**src/source/bus_pkg.sv**
```systemverilog
//////////////////////////////
// Bus package
// Fixed widths of the peripheral bus
// Channel A and channel D opcode encodings
//////////////////////////////
package bus_pkg;

  //////////////////////////////
  // Fixed bus widths
  //////////////////////////////

  // Data word, one full register
  localparam int DataW = 32;

  // One mask bit per data byte
  localparam int StrbW = DataW / 8;

  // Source tag, echoed back on D
  localparam int SrcW = 4;

  // Size field holds log2 of the byte count
  localparam int SizeW = 2;

  //////////////////////////////
  // Opcodes
  //////////////////////////////

  // Channel A requests, other codes illegal
  typedef enum logic [2:0] {
    PutFullData    = 3'd0,
    PutPartialData = 3'd1,
    Get            = 3'd4
  } bus_op_e;

  // Channel D responses
  typedef enum logic [2:0] {
    AccessAck     = 3'd0,
    AccessAckData = 3'd1
  } bus_rsp_e;

endpackage
```
**src/source/bus_subsys_top.sv**
```systemverilog
//////////////////////////////
// Peripheral slice top level
// Demultiplexer, register block and sink
//////////////////////////////
module bus_subsys_top import bus_pkg::*; #(
  parameter int AddrW   = 12,
  parameter int NumRegs = 4
) (
  input  logic             clk_i,
  input  logic             rst_ni,
  // Channel A from host
  input  logic             a_valid_i,
  input  bus_op_e          a_opcode_i,
  input  logic [SizeW-1:0] a_size_i,
  input  logic [AddrW-1:0] a_address_i,
  input  logic [StrbW-1:0] a_mask_i,
  input  logic [DataW-1:0] a_data_i,
  input  logic [SrcW-1:0]  a_source_i,
  output logic             a_ready_o,
  // Channel D to host
  output logic             d_valid_o,
  output bus_rsp_e         d_opcode_o,
  output logic [SizeW-1:0] d_size_o,
  output logic [SrcW-1:0]  d_source_o,
  output logic [DataW-1:0] d_data_o,
  output logic             d_error_o,
  input  logic             d_ready_i
);
  // Register block side
  logic             reg_a_valid;
  logic             reg_a_ready;
  logic             reg_d_valid;
  bus_rsp_e         reg_d_opcode;
  logic [SizeW-1:0] reg_d_size;
  logic [SrcW-1:0]  reg_d_source;
  logic [DataW-1:0] reg_d_data;
  logic             reg_d_error;
  logic             reg_d_ready;

  // Sink side
  logic             sink_a_valid;
  logic             sink_a_ready;
  logic             sink_d_valid;
  bus_rsp_e         sink_d_opcode;
  logic [SizeW-1:0] sink_d_size;
  logic [SrcW-1:0]  sink_d_source;
  logic [DataW-1:0] sink_d_data;
  logic             sink_d_error;
  logic             sink_d_ready;

  bus_demux #(
    .AddrW   (AddrW),
    .NumRegs (NumRegs)
  ) u_demux (
    .clk_i,
    .rst_ni,
    .a_valid_i,
    .a_address_i,
    .a_ready_o,
    .d_valid_o,
    .d_opcode_o,
    .d_size_o,
    .d_source_o,
    .d_data_o,
    .d_error_o,
    .d_ready_i,
    .reg_a_valid_o   (reg_a_valid),
    .reg_a_ready_i   (reg_a_ready),
    .reg_d_valid_i   (reg_d_valid),
    .reg_d_opcode_i  (reg_d_opcode),
    .reg_d_size_i    (reg_d_size),
    .reg_d_source_i  (reg_d_source),
    .reg_d_data_i    (reg_d_data),
    .reg_d_error_i   (reg_d_error),
    .reg_d_ready_o   (reg_d_ready),
    .sink_a_valid_o  (sink_a_valid),
    .sink_a_ready_i  (sink_a_ready),
    .sink_d_valid_i  (sink_d_valid),
    .sink_d_opcode_i (sink_d_opcode),
    .sink_d_size_i   (sink_d_size),
    .sink_d_source_i (sink_d_source),
    .sink_d_data_i   (sink_d_data),
    .sink_d_error_i  (sink_d_error),
    .sink_d_ready_o  (sink_d_ready)
  );

  // A fields fan out unchanged, only valid is steered
  scratch_regs #(
    .AddrW   (AddrW),
    .NumRegs (NumRegs)
  ) u_regs (
    .clk_i,
    .rst_ni,
    .a_valid_i  (reg_a_valid),
    .a_opcode_i,
    .a_size_i,
    .a_address_i,
    .a_mask_i,
    .a_data_i,
    .a_source_i,
    .a_ready_o  (reg_a_ready),
    .d_valid_o  (reg_d_valid),
    .d_opcode_o (reg_d_opcode),
    .d_size_o   (reg_d_size),
    .d_source_o (reg_d_source),
    .d_data_o   (reg_d_data),
    .d_error_o  (reg_d_error),
    .d_ready_i  (reg_d_ready)
  );

  bus_sink #(
    .AddrW (AddrW)
  ) u_sink (
    .clk_i,
    .rst_ni,
    .a_valid_i  (sink_a_valid),
    .a_opcode_i,
    .a_size_i,
    .a_address_i,
    .a_mask_i,
    .a_source_i,
    .a_ready_o  (sink_a_ready),
    .d_valid_o  (sink_d_valid),
    .d_opcode_o (sink_d_opcode),
    .d_size_o   (sink_d_size),
    .d_source_o (sink_d_source),
    .d_data_o   (sink_d_data),
    .d_error_o  (sink_d_error),
    .d_ready_i  (sink_d_ready)
  );

endmodule

```
**src/source/bus_demux.sv**
```systemverilog
//////////////////////////////
// Request demultiplexer
// Address decode, per-target valid and ready
// Single outstanding request, response return mux
//////////////////////////////
module bus_demux import bus_pkg::*; #(
  parameter int AddrW   = 12,
  parameter int NumRegs = 4
) (
  input  logic             clk_i,
  input  logic             rst_ni,
  // Host side
  input  logic             a_valid_i,
  input  logic [AddrW-1:0] a_address_i,
  output logic             a_ready_o,
  output logic             d_valid_o,
  output bus_rsp_e         d_opcode_o,
  output logic [SizeW-1:0] d_size_o,
  output logic [SrcW-1:0]  d_source_o,
  output logic [DataW-1:0] d_data_o,
  output logic             d_error_o,
  input  logic             d_ready_i,
  // Register block
  output logic             reg_a_valid_o,
  input  logic             reg_a_ready_i,
  input  logic             reg_d_valid_i,
  input  bus_rsp_e         reg_d_opcode_i,
  input  logic [SizeW-1:0] reg_d_size_i,
  input  logic [SrcW-1:0]  reg_d_source_i,
  input  logic [DataW-1:0] reg_d_data_i,
  input  logic             reg_d_error_i,
  output logic             reg_d_ready_o,
  // Sink
  output logic             sink_a_valid_o,
  input  logic             sink_a_ready_i,
  input  logic             sink_d_valid_i,
  input  bus_rsp_e         sink_d_opcode_i,
  input  logic [SizeW-1:0] sink_d_size_i,
  input  logic [SrcW-1:0]  sink_d_source_i,
  input  logic [DataW-1:0] sink_d_data_i,
  input  logic             sink_d_error_i,
  output logic             sink_d_ready_o
);
  // End of register window, exclusive
  localparam logic [AddrW:0] RegLimit = (AddrW+1)'(NumRegs * 4);

  logic sel_reg;
  logic outstanding_q;
  logic tgt_reg_q;
  logic a_ack;
  logic d_ack;

  //////////////////////////////
  // Request steering
  //////////////////////////////

  assign sel_reg = ({1'b0, a_address_i} < RegLimit);

  // No new request while a response is owed
  assign reg_a_valid_o  = a_valid_i & ~outstanding_q & sel_reg;
  assign sink_a_valid_o = a_valid_i & ~outstanding_q & ~sel_reg;
  assign a_ready_o      = ~outstanding_q & (sel_reg ? reg_a_ready_i : sink_a_ready_i);

  assign a_ack = a_valid_i & a_ready_o;
  assign d_ack = d_valid_o & d_ready_i;

  // Remember who owes the response
  always_ff @(posedge clk_i or negedge rst_ni) begin
    if (!rst_ni) begin
      outstanding_q <= 1'b0;
      tgt_reg_q     <= 1'b0;
    end else if (a_ack) begin
      outstanding_q <= 1'b1;
      tgt_reg_q     <= sel_reg;
    end else if (d_ack) begin
      outstanding_q <= 1'b0;
    end
  end

  //////////////////////////////
  // Response return
  //////////////////////////////

  assign d_valid_o = outstanding_q & (tgt_reg_q ? reg_d_valid_i : sink_d_valid_i);

  // Ready goes back to the recorded target only
  assign reg_d_ready_o  = outstanding_q & tgt_reg_q & d_ready_i;
  assign sink_d_ready_o = outstanding_q & ~tgt_reg_q & d_ready_i;

  assign d_opcode_o = tgt_reg_q ? reg_d_opcode_i : sink_d_opcode_i;
  assign d_size_o   = tgt_reg_q ? reg_d_size_i   : sink_d_size_i;
  assign d_source_o = tgt_reg_q ? reg_d_source_i : sink_d_source_i;
  assign d_data_o   = tgt_reg_q ? reg_d_data_i   : sink_d_data_i;
  assign d_error_o  = tgt_reg_q ? reg_d_error_i  : sink_d_error_i;

endmodule

```
**src/source/scratch_regs.sv**
```systemverilog
//////////////////////////////
// Scratch register block
// Word registers, byte-masked writes
// Read-back responses, one deep
//////////////////////////////
module scratch_regs import bus_pkg::*; #(
  parameter int AddrW   = 12,
  parameter int NumRegs = 4
) (
  input  logic             clk_i,
  input  logic             rst_ni,
  // Channel A
  input  logic             a_valid_i,
  input  bus_op_e          a_opcode_i,
  input  logic [SizeW-1:0] a_size_i,
  input  logic [AddrW-1:0] a_address_i,
  input  logic [StrbW-1:0] a_mask_i,
  input  logic [DataW-1:0] a_data_i,
  input  logic [SrcW-1:0]  a_source_i,
  output logic             a_ready_o,
  // Channel D
  output logic             d_valid_o,
  output bus_rsp_e         d_opcode_o,
  output logic [SizeW-1:0] d_size_o,
  output logic [SrcW-1:0]  d_source_o,
  output logic [DataW-1:0] d_data_o,
  output logic             d_error_o,
  input  logic             d_ready_i
);
  // Word index bits, at least one
  localparam int IdxW = (NumRegs > 1) ? $clog2(NumRegs) : 1;
  localparam logic [AddrW-3:0] WordLimit = (AddrW-2)'(NumRegs);

  logic [DataW-1:0] regs_q [NumRegs];
  logic             pending_q;
  logic             a_ack;
  logic             d_ack;
  logic             wr_req;
  logic             rd_req;
  logic             chk_err;
  logic             in_range;
  logic             acc_err;
  logic [IdxW-1:0]  word_idx;
  logic [SrcW-1:0]  d_source_q;
  logic [SizeW-1:0] d_size_q;
  bus_rsp_e         d_opcode_q;
  logic [DataW-1:0] d_data_q;
  logic             d_error_q;

  assign a_ack  = a_valid_i & ~pending_q;
  assign d_ack  = pending_q & d_ready_i;
  assign wr_req = (a_opcode_i == PutFullData) | (a_opcode_i == PutPartialData);
  assign rd_req = (a_opcode_i == Get);

  // Word select from byte address
  assign word_idx = a_address_i[IdxW+1:2];
  // Guards non power-of-two register counts
  assign in_range = (a_address_i[AddrW-1:2] < WordLimit);

  bus_err_check u_err_check (
    .a_opcode_i  (a_opcode_i),
    .a_size_i    (a_size_i),
    .a_address_i (a_address_i[1:0]),
    .a_mask_i    (a_mask_i),
    .err_o       (chk_err)
  );

  assign acc_err = chk_err | ~in_range;

  always_ff @(posedge clk_i or negedge rst_ni) begin
    if (!rst_ni) begin
      pending_q <= 1'b0;
    end else if (a_ack) begin
      pending_q <= 1'b1;
    end else if (d_ack) begin
      pending_q <= 1'b0;
    end
  end

  //////////////////////////////
  // Register array
  //////////////////////////////

  // Written on the acceptance edge, masked bytes only
  always_ff @(posedge clk_i or negedge rst_ni) begin
    if (!rst_ni) begin
      for (int i = 0; i < NumRegs; i++) begin
        regs_q[i] <= '0;
      end
    end else if (a_ack && wr_req && !acc_err) begin
      for (int b = 0; b < StrbW; b++) begin
        if (a_mask_i[b]) begin
          regs_q[word_idx][8*b +: 8] <= a_data_i[8*b +: 8];
        end
      end
    end
  end

  always_ff @(posedge clk_i or negedge rst_ni) begin
    if (!rst_ni) begin
      d_error_q <= 1'b0;
    end else if (a_ack) begin
      d_error_q <= acc_err;
    end
  end

  // Response payload, zero data on error
  always_ff @(posedge clk_i) begin
    if (a_ack) begin
      d_source_q <= a_source_i;
      d_size_q   <= a_size_i;
      d_opcode_q <= rd_req ? AccessAckData : AccessAck;
      d_data_q   <= (rd_req && !acc_err) ? regs_q[word_idx] : '0;
    end
  end

  assign a_ready_o  = ~pending_q;
  assign d_valid_o  = pending_q;
  assign d_opcode_o = d_opcode_q;
  assign d_size_o   = d_size_q;
  assign d_source_o = d_source_q;
  assign d_data_o   = d_data_q;
  assign d_error_o  = d_error_q;

endmodule

```
**src/source/bus_sink.sv**
```systemverilog
//////////////////////////////
// Bus sink for unmapped space
// One-deep response register with error flag
//////////////////////////////
module bus_sink import bus_pkg::*; #(
  parameter int AddrW = 12
) (
  input  logic             clk_i,
  input  logic             rst_ni,
  // Channel A
  input  logic             a_valid_i,
  input  bus_op_e          a_opcode_i,
  input  logic [SizeW-1:0] a_size_i,
  input  logic [AddrW-1:0] a_address_i,
  input  logic [StrbW-1:0] a_mask_i,
  input  logic [SrcW-1:0]  a_source_i,
  output logic             a_ready_o,
  // Channel D
  output logic             d_valid_o,
  output bus_rsp_e         d_opcode_o,
  output logic [SizeW-1:0] d_size_o,
  output logic [SrcW-1:0]  d_source_o,
  output logic [DataW-1:0] d_data_o,
  output logic             d_error_o,
  input  logic             d_ready_i
);
  logic             pending_q;
  logic             a_ack;
  logic             d_ack;
  logic             wr_req;
  logic             rd_req;
  logic             align_err;
  logic             mask_err;
  logic             chk_err;
  logic [SrcW-1:0]  d_source_q;
  logic [SizeW-1:0] d_size_q;
  bus_rsp_e         d_opcode_q;
  logic             d_error_q;

  assign a_ack  = a_valid_i & ~pending_q;
  assign d_ack  = pending_q & d_ready_i;
  assign wr_req = (a_opcode_i == PutFullData) | (a_opcode_i == PutPartialData);
  assign rd_req = (a_opcode_i == Get);

  // Busy from acceptance until the response leaves
  always_ff @(posedge clk_i or negedge rst_ni) begin
    if (!rst_ni) begin
      pending_q <= 1'b0;
    end else if (a_ack) begin
      pending_q <= 1'b1;
    end else if (d_ack) begin
      pending_q <= 1'b0;
    end
  end

  //////////////////////////////
  // Error handling
  //////////////////////////////

  // Sink takes word writes only, full mask
  assign align_err = wr_req & (|a_address_i[1:0]);
  assign mask_err  = wr_req & ~(&a_mask_i);

  bus_err_check u_err_check (
    .a_opcode_i  (a_opcode_i),
    .a_size_i    (a_size_i),
    .a_address_i (a_address_i[1:0]),
    .a_mask_i    (a_mask_i),
    .err_o       (chk_err)
  );

  always_ff @(posedge clk_i or negedge rst_ni) begin
    if (!rst_ni) begin
      d_error_q <= 1'b0;
    end else if (a_ack) begin
      d_error_q <= align_err | mask_err | chk_err;
    end
  end

  // Response payload
  always_ff @(posedge clk_i) begin
    if (a_ack) begin
      d_source_q <= a_source_i;
      d_size_q   <= a_size_i;
      d_opcode_q <= rd_req ? AccessAckData : AccessAck;
    end
  end

  assign a_ready_o  = ~pending_q;
  assign d_valid_o  = pending_q;
  assign d_opcode_o = d_opcode_q;
  assign d_size_o   = d_size_q;
  assign d_source_o = d_source_q;
  // Unmapped space reads as zero
  assign d_data_o   = '0;
  assign d_error_o  = d_error_q;

endmodule

```
**src/source/bus_err_check.sv**
```systemverilog
//////////////////////////////
// Protocol legality checker
// Opcode, size, alignment and mask rules
//////////////////////////////
module bus_err_check import bus_pkg::*; (
  input  bus_op_e          a_opcode_i,
  input  logic [SizeW-1:0] a_size_i,
  input  logic [1:0]       a_address_i,
  input  logic [StrbW-1:0] a_mask_i,
  output logic             err_o
);
  logic [StrbW-1:0] lane_mask;
  logic             op_err;
  logic             size_err;
  logic             align_err;
  logic             mask_err;

  // Byte lanes covered by size and low address bits
  always_comb begin
    case (a_size_i)
      2'd0:    lane_mask = {{(StrbW-1){1'b0}}, 1'b1} << a_address_i;
      2'd1:    lane_mask = a_address_i[1] ? 4'b1100 : 4'b0011;
      2'd2:    lane_mask = '1;
      default: lane_mask = '0;
    endcase
  end

  // Only the three supported codes
  always_comb begin
    case (a_opcode_i)
      PutFullData, PutPartialData, Get: op_err = 1'b0;
      default:                          op_err = 1'b1;
    endcase
  end

  // Nothing wider than one word
  assign size_err = (a_size_i > 2'd2);

  // Address must be a multiple of the transfer size
  always_comb begin
    case (a_size_i)
      2'd1:    align_err = a_address_i[0];
      2'd2:    align_err = |a_address_i;
      default: align_err = 1'b0;
    endcase
  end

  // Full puts need the exact lanes, partial puts stay inside them
  always_comb begin
    case (a_opcode_i)
      PutFullData:    mask_err = (a_mask_i != lane_mask);
      PutPartialData: mask_err = |(a_mask_i & ~lane_mask);
      default:        mask_err = 1'b0;
    endcase
  end

  assign err_o = op_err | size_err | align_err | mask_err;

endmodule

```
**config.mk**
```make
export PLATFORM = sky130hd
export DESIGN_NAME = bus_subsys_top
export DESIGN_NICKNAME = d
export VERILOG_FILES = /design/src/source/bus_pkg.sv /design/src/source/bus_subsys_top.sv /design/src/source/bus_demux.sv /design/src/source/scratch_regs.sv /design/src/source/bus_sink.sv /design/src/source/bus_err_check.sv
export SDC_FILE = /design/constraint.sdc
export NUM_CORES = 1
export LEC_CHECK = 0
export BUFFER_PORTS_ARGS = -buffer_cell sky130_fd_sc_hd__buf_2
export CORE_MARGIN = 2
export CORE_UTILIZATION = 35
export CTS_CLUSTER_SIZE = 10
export DETAILED_ROUTE_END_ITERATION = 10
export PLACE_DENSITY = 0.59
export RECOVER_POWER = 25
export SETUP_SLACK_MARGIN = 0.2
export SKIP_LAST_GASP = 1
export SYNTH_ARGS = -nofsm -noshare
export SYNTH_HDL_FRONTEND = slang
export SYNTH_SLANG_ARGS = --single-unit
```
**constraint.sdc**
```tcl
create_clock -name clk_i -period 4.29 [get_ports clk_i]
set_input_delay 0.858 -clock clk_i [delete_from_list [all_inputs] [get_ports clk_i]]
set_output_delay 0.858 -clock clk_i [all_outputs]
set_load 0.03 [all_outputs]
```
==> out/qor.txt <==
Synth Area in Adders - 0.01330
Filler cell count in the final layout - 2,175
Post-placement worst setup slack - 0.3408 ns
Synth Area in Compound Gates - 0.01847
Layout-stage area growth over the synthesis result - 19.18%
Final Routed Wirelength - 19,170 um
Yosys warns - 0
Unrepaired setup endpoints after global routing - false
Crit Path Class - primary input to flop
Tot Pwr - 3.617 mW
Crit-path max FO - 12
Detailed-router iteration count before antenna repair - 4
Number of flip-flops and latches in the synthesized netlist - 180
Insertion delay to the later sink of the worst-skew pair - 0.42 ns
Worst R2R Setup Slack - 1.88 ns
Share of synthesized area occupied by flip-flops and latches - 0.5593
Cell type with the highest aggregate area in the netlist - sky130_fd_sc_hd__dfrtp_1
Vias in the first global route - 5,473
P per Cell Area - 358.5 nW/um2
Arrival @ worst endpoint - 3.84 ns
Detailed-route wire length per cell - 19.33 um
Width of the die - 159.5 um
Hold path endpoint - u_regs.regs_q[81]
Final hold slack - 0.4838 ns
Total number of H-tree levels - 4
Vias after detailed routing - 4,947
Placement row count - 56
Largest net degree at the start of global routing - 83
Crit path required time - 4.59 ns
DPL Wire Length - 13,070 um
Global-route wire length before repair - 30,680 um
Starting utilization of the core area - 0.3585
Kind of cell with the highest combined delay on the critical path - simple AND/OR/NAND/NOR gates
Residual antenna-violating net count after detailed routing - 0
Worst Hold Depth - 1
Final cycle utilization of the critical path - 0.8236
Number of antenna violations at the first check in global routing - 4
Total setup buffers inserted after CTS - 0
Worst-margin pin slew - 2.940 ns
Setup Viol. Count Final - 0
Hold buffer count at cts - 0
CTS tree - built
Count of nets after finishing - 727
Final number of max-transition violations - 53
Combinational family with the most area after synthesis - multiplexers
Placed cells - 957
Root buf cell - sky130_fd_sc_hd__clkbuf_16
Cell-by-cell trace of the critical path - clkbuf_1, ha_1, a21o_1, a21oi_1, or2_2, ha_1, nor3_1, a31oi_4, buf_4, nor4_4, buf_4, mux2_2
Peak supply drop - 0.2225 mV
Cell area after technology mapping - 8466 um2
Start point of the worst hold path - u_regs.regs_q[81]
Vias/cell - 4.987
Global placer's final weighted congestion - 0.7552
Maximum frequency from static timing analysis - 0.2830 GHz
Minimum clock period after layout - 3.533 ns
Critical path endpoint category - flop
Failing checks - max-capacitance violations, max-slew violations
Mux contribution to synthesized area - 0.2672
Number of instances resized during post-cts repair - 0
Reported leakage power - 4.661 nW
Area share of the largest cell type after synthesis - 0.3961
Post-synthesis simple-gate area fraction - 0.1270
Setup slack of the critical path after layout - 0.7566 ns
Largest cells by area after synthesis - sky130_fd_sc_hd__dfrtp_1 40%, sky130_fd_sc_hd__mux2_2 17%, sky130_fd_sc_hd__edfxtp_1 16%, sky130_fd_sc_hd__mux4_2 8.5%, sky130_fd_sc_hd__nor4b_4 3.4%
Clk slew on worst S/H paths - 0.06 ns
Class of the tightest hold or removal check - flop to flop
Floorplan Core Area - 23,610 um2
Mean instance size in the synthesized netlist - 16.09 um2
Die H - 159.5 um
FF-to-FF Start - u_demux.outstanding_q
DRT iter0 DRCs - 263
Slowest cell on crit path - sky130_fd_sc_hd__a31oi_4
Proportion of layout cells with a drive suffix above 1 - 0.5075
Non-filler instance count after layout - 992
Slew Limit Headroom - -0.9600
Reported max-cap violation count - 1
Max Clock Skew - 0.006889 ns
Clock sink count - 180
Total routing usage reported by global routing - 0.1565
Run status - finished, violations left
Cell count after synthesis - 526
Worst path buffer plus inverter count - 3
Final TNS setup - 0 ns
Grt total ovfl - 0
Depth of the worst register-to-register path - 5
Final number of hold-violating endpoints - 0
Distinct cell type count after synthesis - 46
Count of buffers from port buffering - 102
Buffer depth of the longest clock path - 2
Startpoint type of the worst setup path - primary input
CTS buffer count - 17
I/O pin count - 105
Count of unresolved DRC violations after routing - 0
Crit Reg-Reg Endpoint - u_regs.regs_q[50]
Total die area - 25,450 um2
Post-synthesis share of cell area spent on xor and xnor gates - 0
Crit-path max cell delay - 0.36 ns
-- kinds of logic after synthesis --
kind of cell,Yosys count
other,1
adders and majority gates,9
muxes,169
DFF,180
AOI/OAI and AO/OA,20
and+or+nand+nor,119
buffers and inverters,28
-- sequential cells by signal, summed over array words and instances, names as in the netlist --
register and flops:
u_demux.outstanding_q 1, u_demux.tgt_reg_q 1, u_regs.d_data_o 32, u_regs.d_error_o 1, u_regs.d_opcode_o 1, u_regs.d_size_o 2, u_regs.d_source_o 4, u_regs.d_valid_o 1
u_regs.regs_q 128, u_sink.d_error_o 1, u_sink.d_opcode_o 1, u_sink.d_size_o 2, u_sink.d_source_o 4, u_sink.d_valid_o 1
-- cell usage in the layout (no fill, tap or decap), types with 2 or more instances in the layout --
cell type	count
sky130_fd_sc_hd__dfrtp_1	134
sky130_fd_sc_hd__mux2_2	126
sky130_fd_sc_hd__buf_2	96
sky130_fd_sc_hd__edfxtp_1	46
sky130_fd_sc_hd__nor2b_1	34
sky130_fd_sc_hd__and2_1	32
sky130_fd_sc_hd__mux4_2	32
sky130_fd_sc_hd__buf_4	29
sky130_fd_sc_hd__clkbuf_16	18
sky130_fd_sc_hd__nor4b_4	12
sky130_fd_sc_hd__clkbuf_1	11
sky130_fd_sc_hd__mux2_1	10
sky130_fd_sc_hd__ha_1	9
sky130_fd_sc_hd__inv_1	6
sky130_fd_sc_hd__nor2_1	6
sky130_fd_sc_hd__nand3_1	6
sky130_fd_sc_hd__nor4_4	6
sky130_fd_sc_hd__nand2_1	4
sky130_fd_sc_hd__o21ai_0	4
sky130_fd_sc_hd__diode_2	3
sky130_fd_sc_hd__nand4_4	3
sky130_fd_sc_hd__a21oi_1	3
sky130_fd_sc_hd__clkinvlp_4	3
sky130_fd_sc_hd__a211oi_1	2
sky130_fd_sc_hd__nor3_1	2
sky130_fd_sc_hd__or2_2	2
sky130_fd_sc_hd__o21bai_1	2
sky130_fd_sc_hd__conb_1	2
sky130_fd_sc_hd__clkbuf_8	2
sky130_fd_sc_hd__clkinv_4	2
sky130_fd_sc_hd__clkinv_2	2
-- area by class of cell --
cell class / count / area (um2) / area share
Timing Repair Buffer: 132 / 740.7 / 0.07341
Clock buffer: 25 / 496.7 / 0.04923
Clock inverter: 7 / 50.05 / 0.004960
Antenna cell: 3 / 7.507 / 0.0007440
Multi-Input combinational cell: 319 / 3635 / 0.3602
Inverter: 7 / 26.28 / 0.002604
Sequential cell: 180 / 4735 / 0.4692
Tap cell: 319 / 399.1 / 0.03956
-- worst reg2reg max path, delay by kind of cell (launching register included) --
kind / cells / cell delay, ns
buffers and inverters: 1 / 0.24
and+or+nand+nor: 3 / 1.25
muxes: 1 / 0.36
DFF: 1 / 0.45
-- Yosys cell counts, drive strengths merged --
library cell	number
nor2b	34
mux2	136
nor3	2
o2111ai	1
edfxtp	46
and3	1
or3	1
or4b	1
conb	1
a21o	1
a21oi	3
and4	1
nand2	5
inv	7
and2	32
or2	2
clkbuf	16
nor4	7
a2bb2oi	1
nand2b	1
ha	9
o211ai	2
a211oi	2
mux2i	1
nor4b	13
nand3	6
nor3b	2
a31oi	2
nand4	4
dfrtp	134
o21ai	4
buf	5
o21bai	2
o31ai	1
nor4bb	1
a2111oi	1
nor2	6
mux4	32
-- layer usage --
metal	share of wire	GRT usage
met1	0.46	0.2075
met2	0.48	0.2552
met4	0.016	0.04669
met5	0	0
met3	0.039	0.03777
-- report_power, final --
part	total, mW	switching [mW]	internal (mW)
registers	1.79	0.0234	1.77
clock network	1.46	0.651	0.808
logic	0.363	0.241	0.123
total	3.62	0.915	2.70
-- through the flow --
stage | cell area, um2 | utilization
6_report | 10090 | 0.4273
5_1_grt | 10090 | 0.4272
4_1_cts | 10090 | 0.4274
3_5_place_dp | 9545 | 0.4043
3_3_place_gp | 9545 | 0.4043
2_1_floorplan | 8469 | -
-- worst max path at each step --
| stage | cells after the start | from | end |
|---|---|---|---|
| 3_5_place_dp | 13 | a_size_i[0] | u_regs.regs_q[47] |
| 4_1_cts | 13 | a_size_i[0] | u_regs.regs_q[43] |
| 5_1_grt | 12 | a_size_i[0] | u_regs.regs_q[43] |
| 6_report | 12 | a_size_i[0] | u_regs.regs_q[43] |
| 2_1_floorplan | 11 | a_size_i[0] | u_regs.regs_q[100] |
| 3_3_place_gp | 13 | a_size_i[0] | u_regs.regs_q[100] |
(Power assumes the default switching activity.)
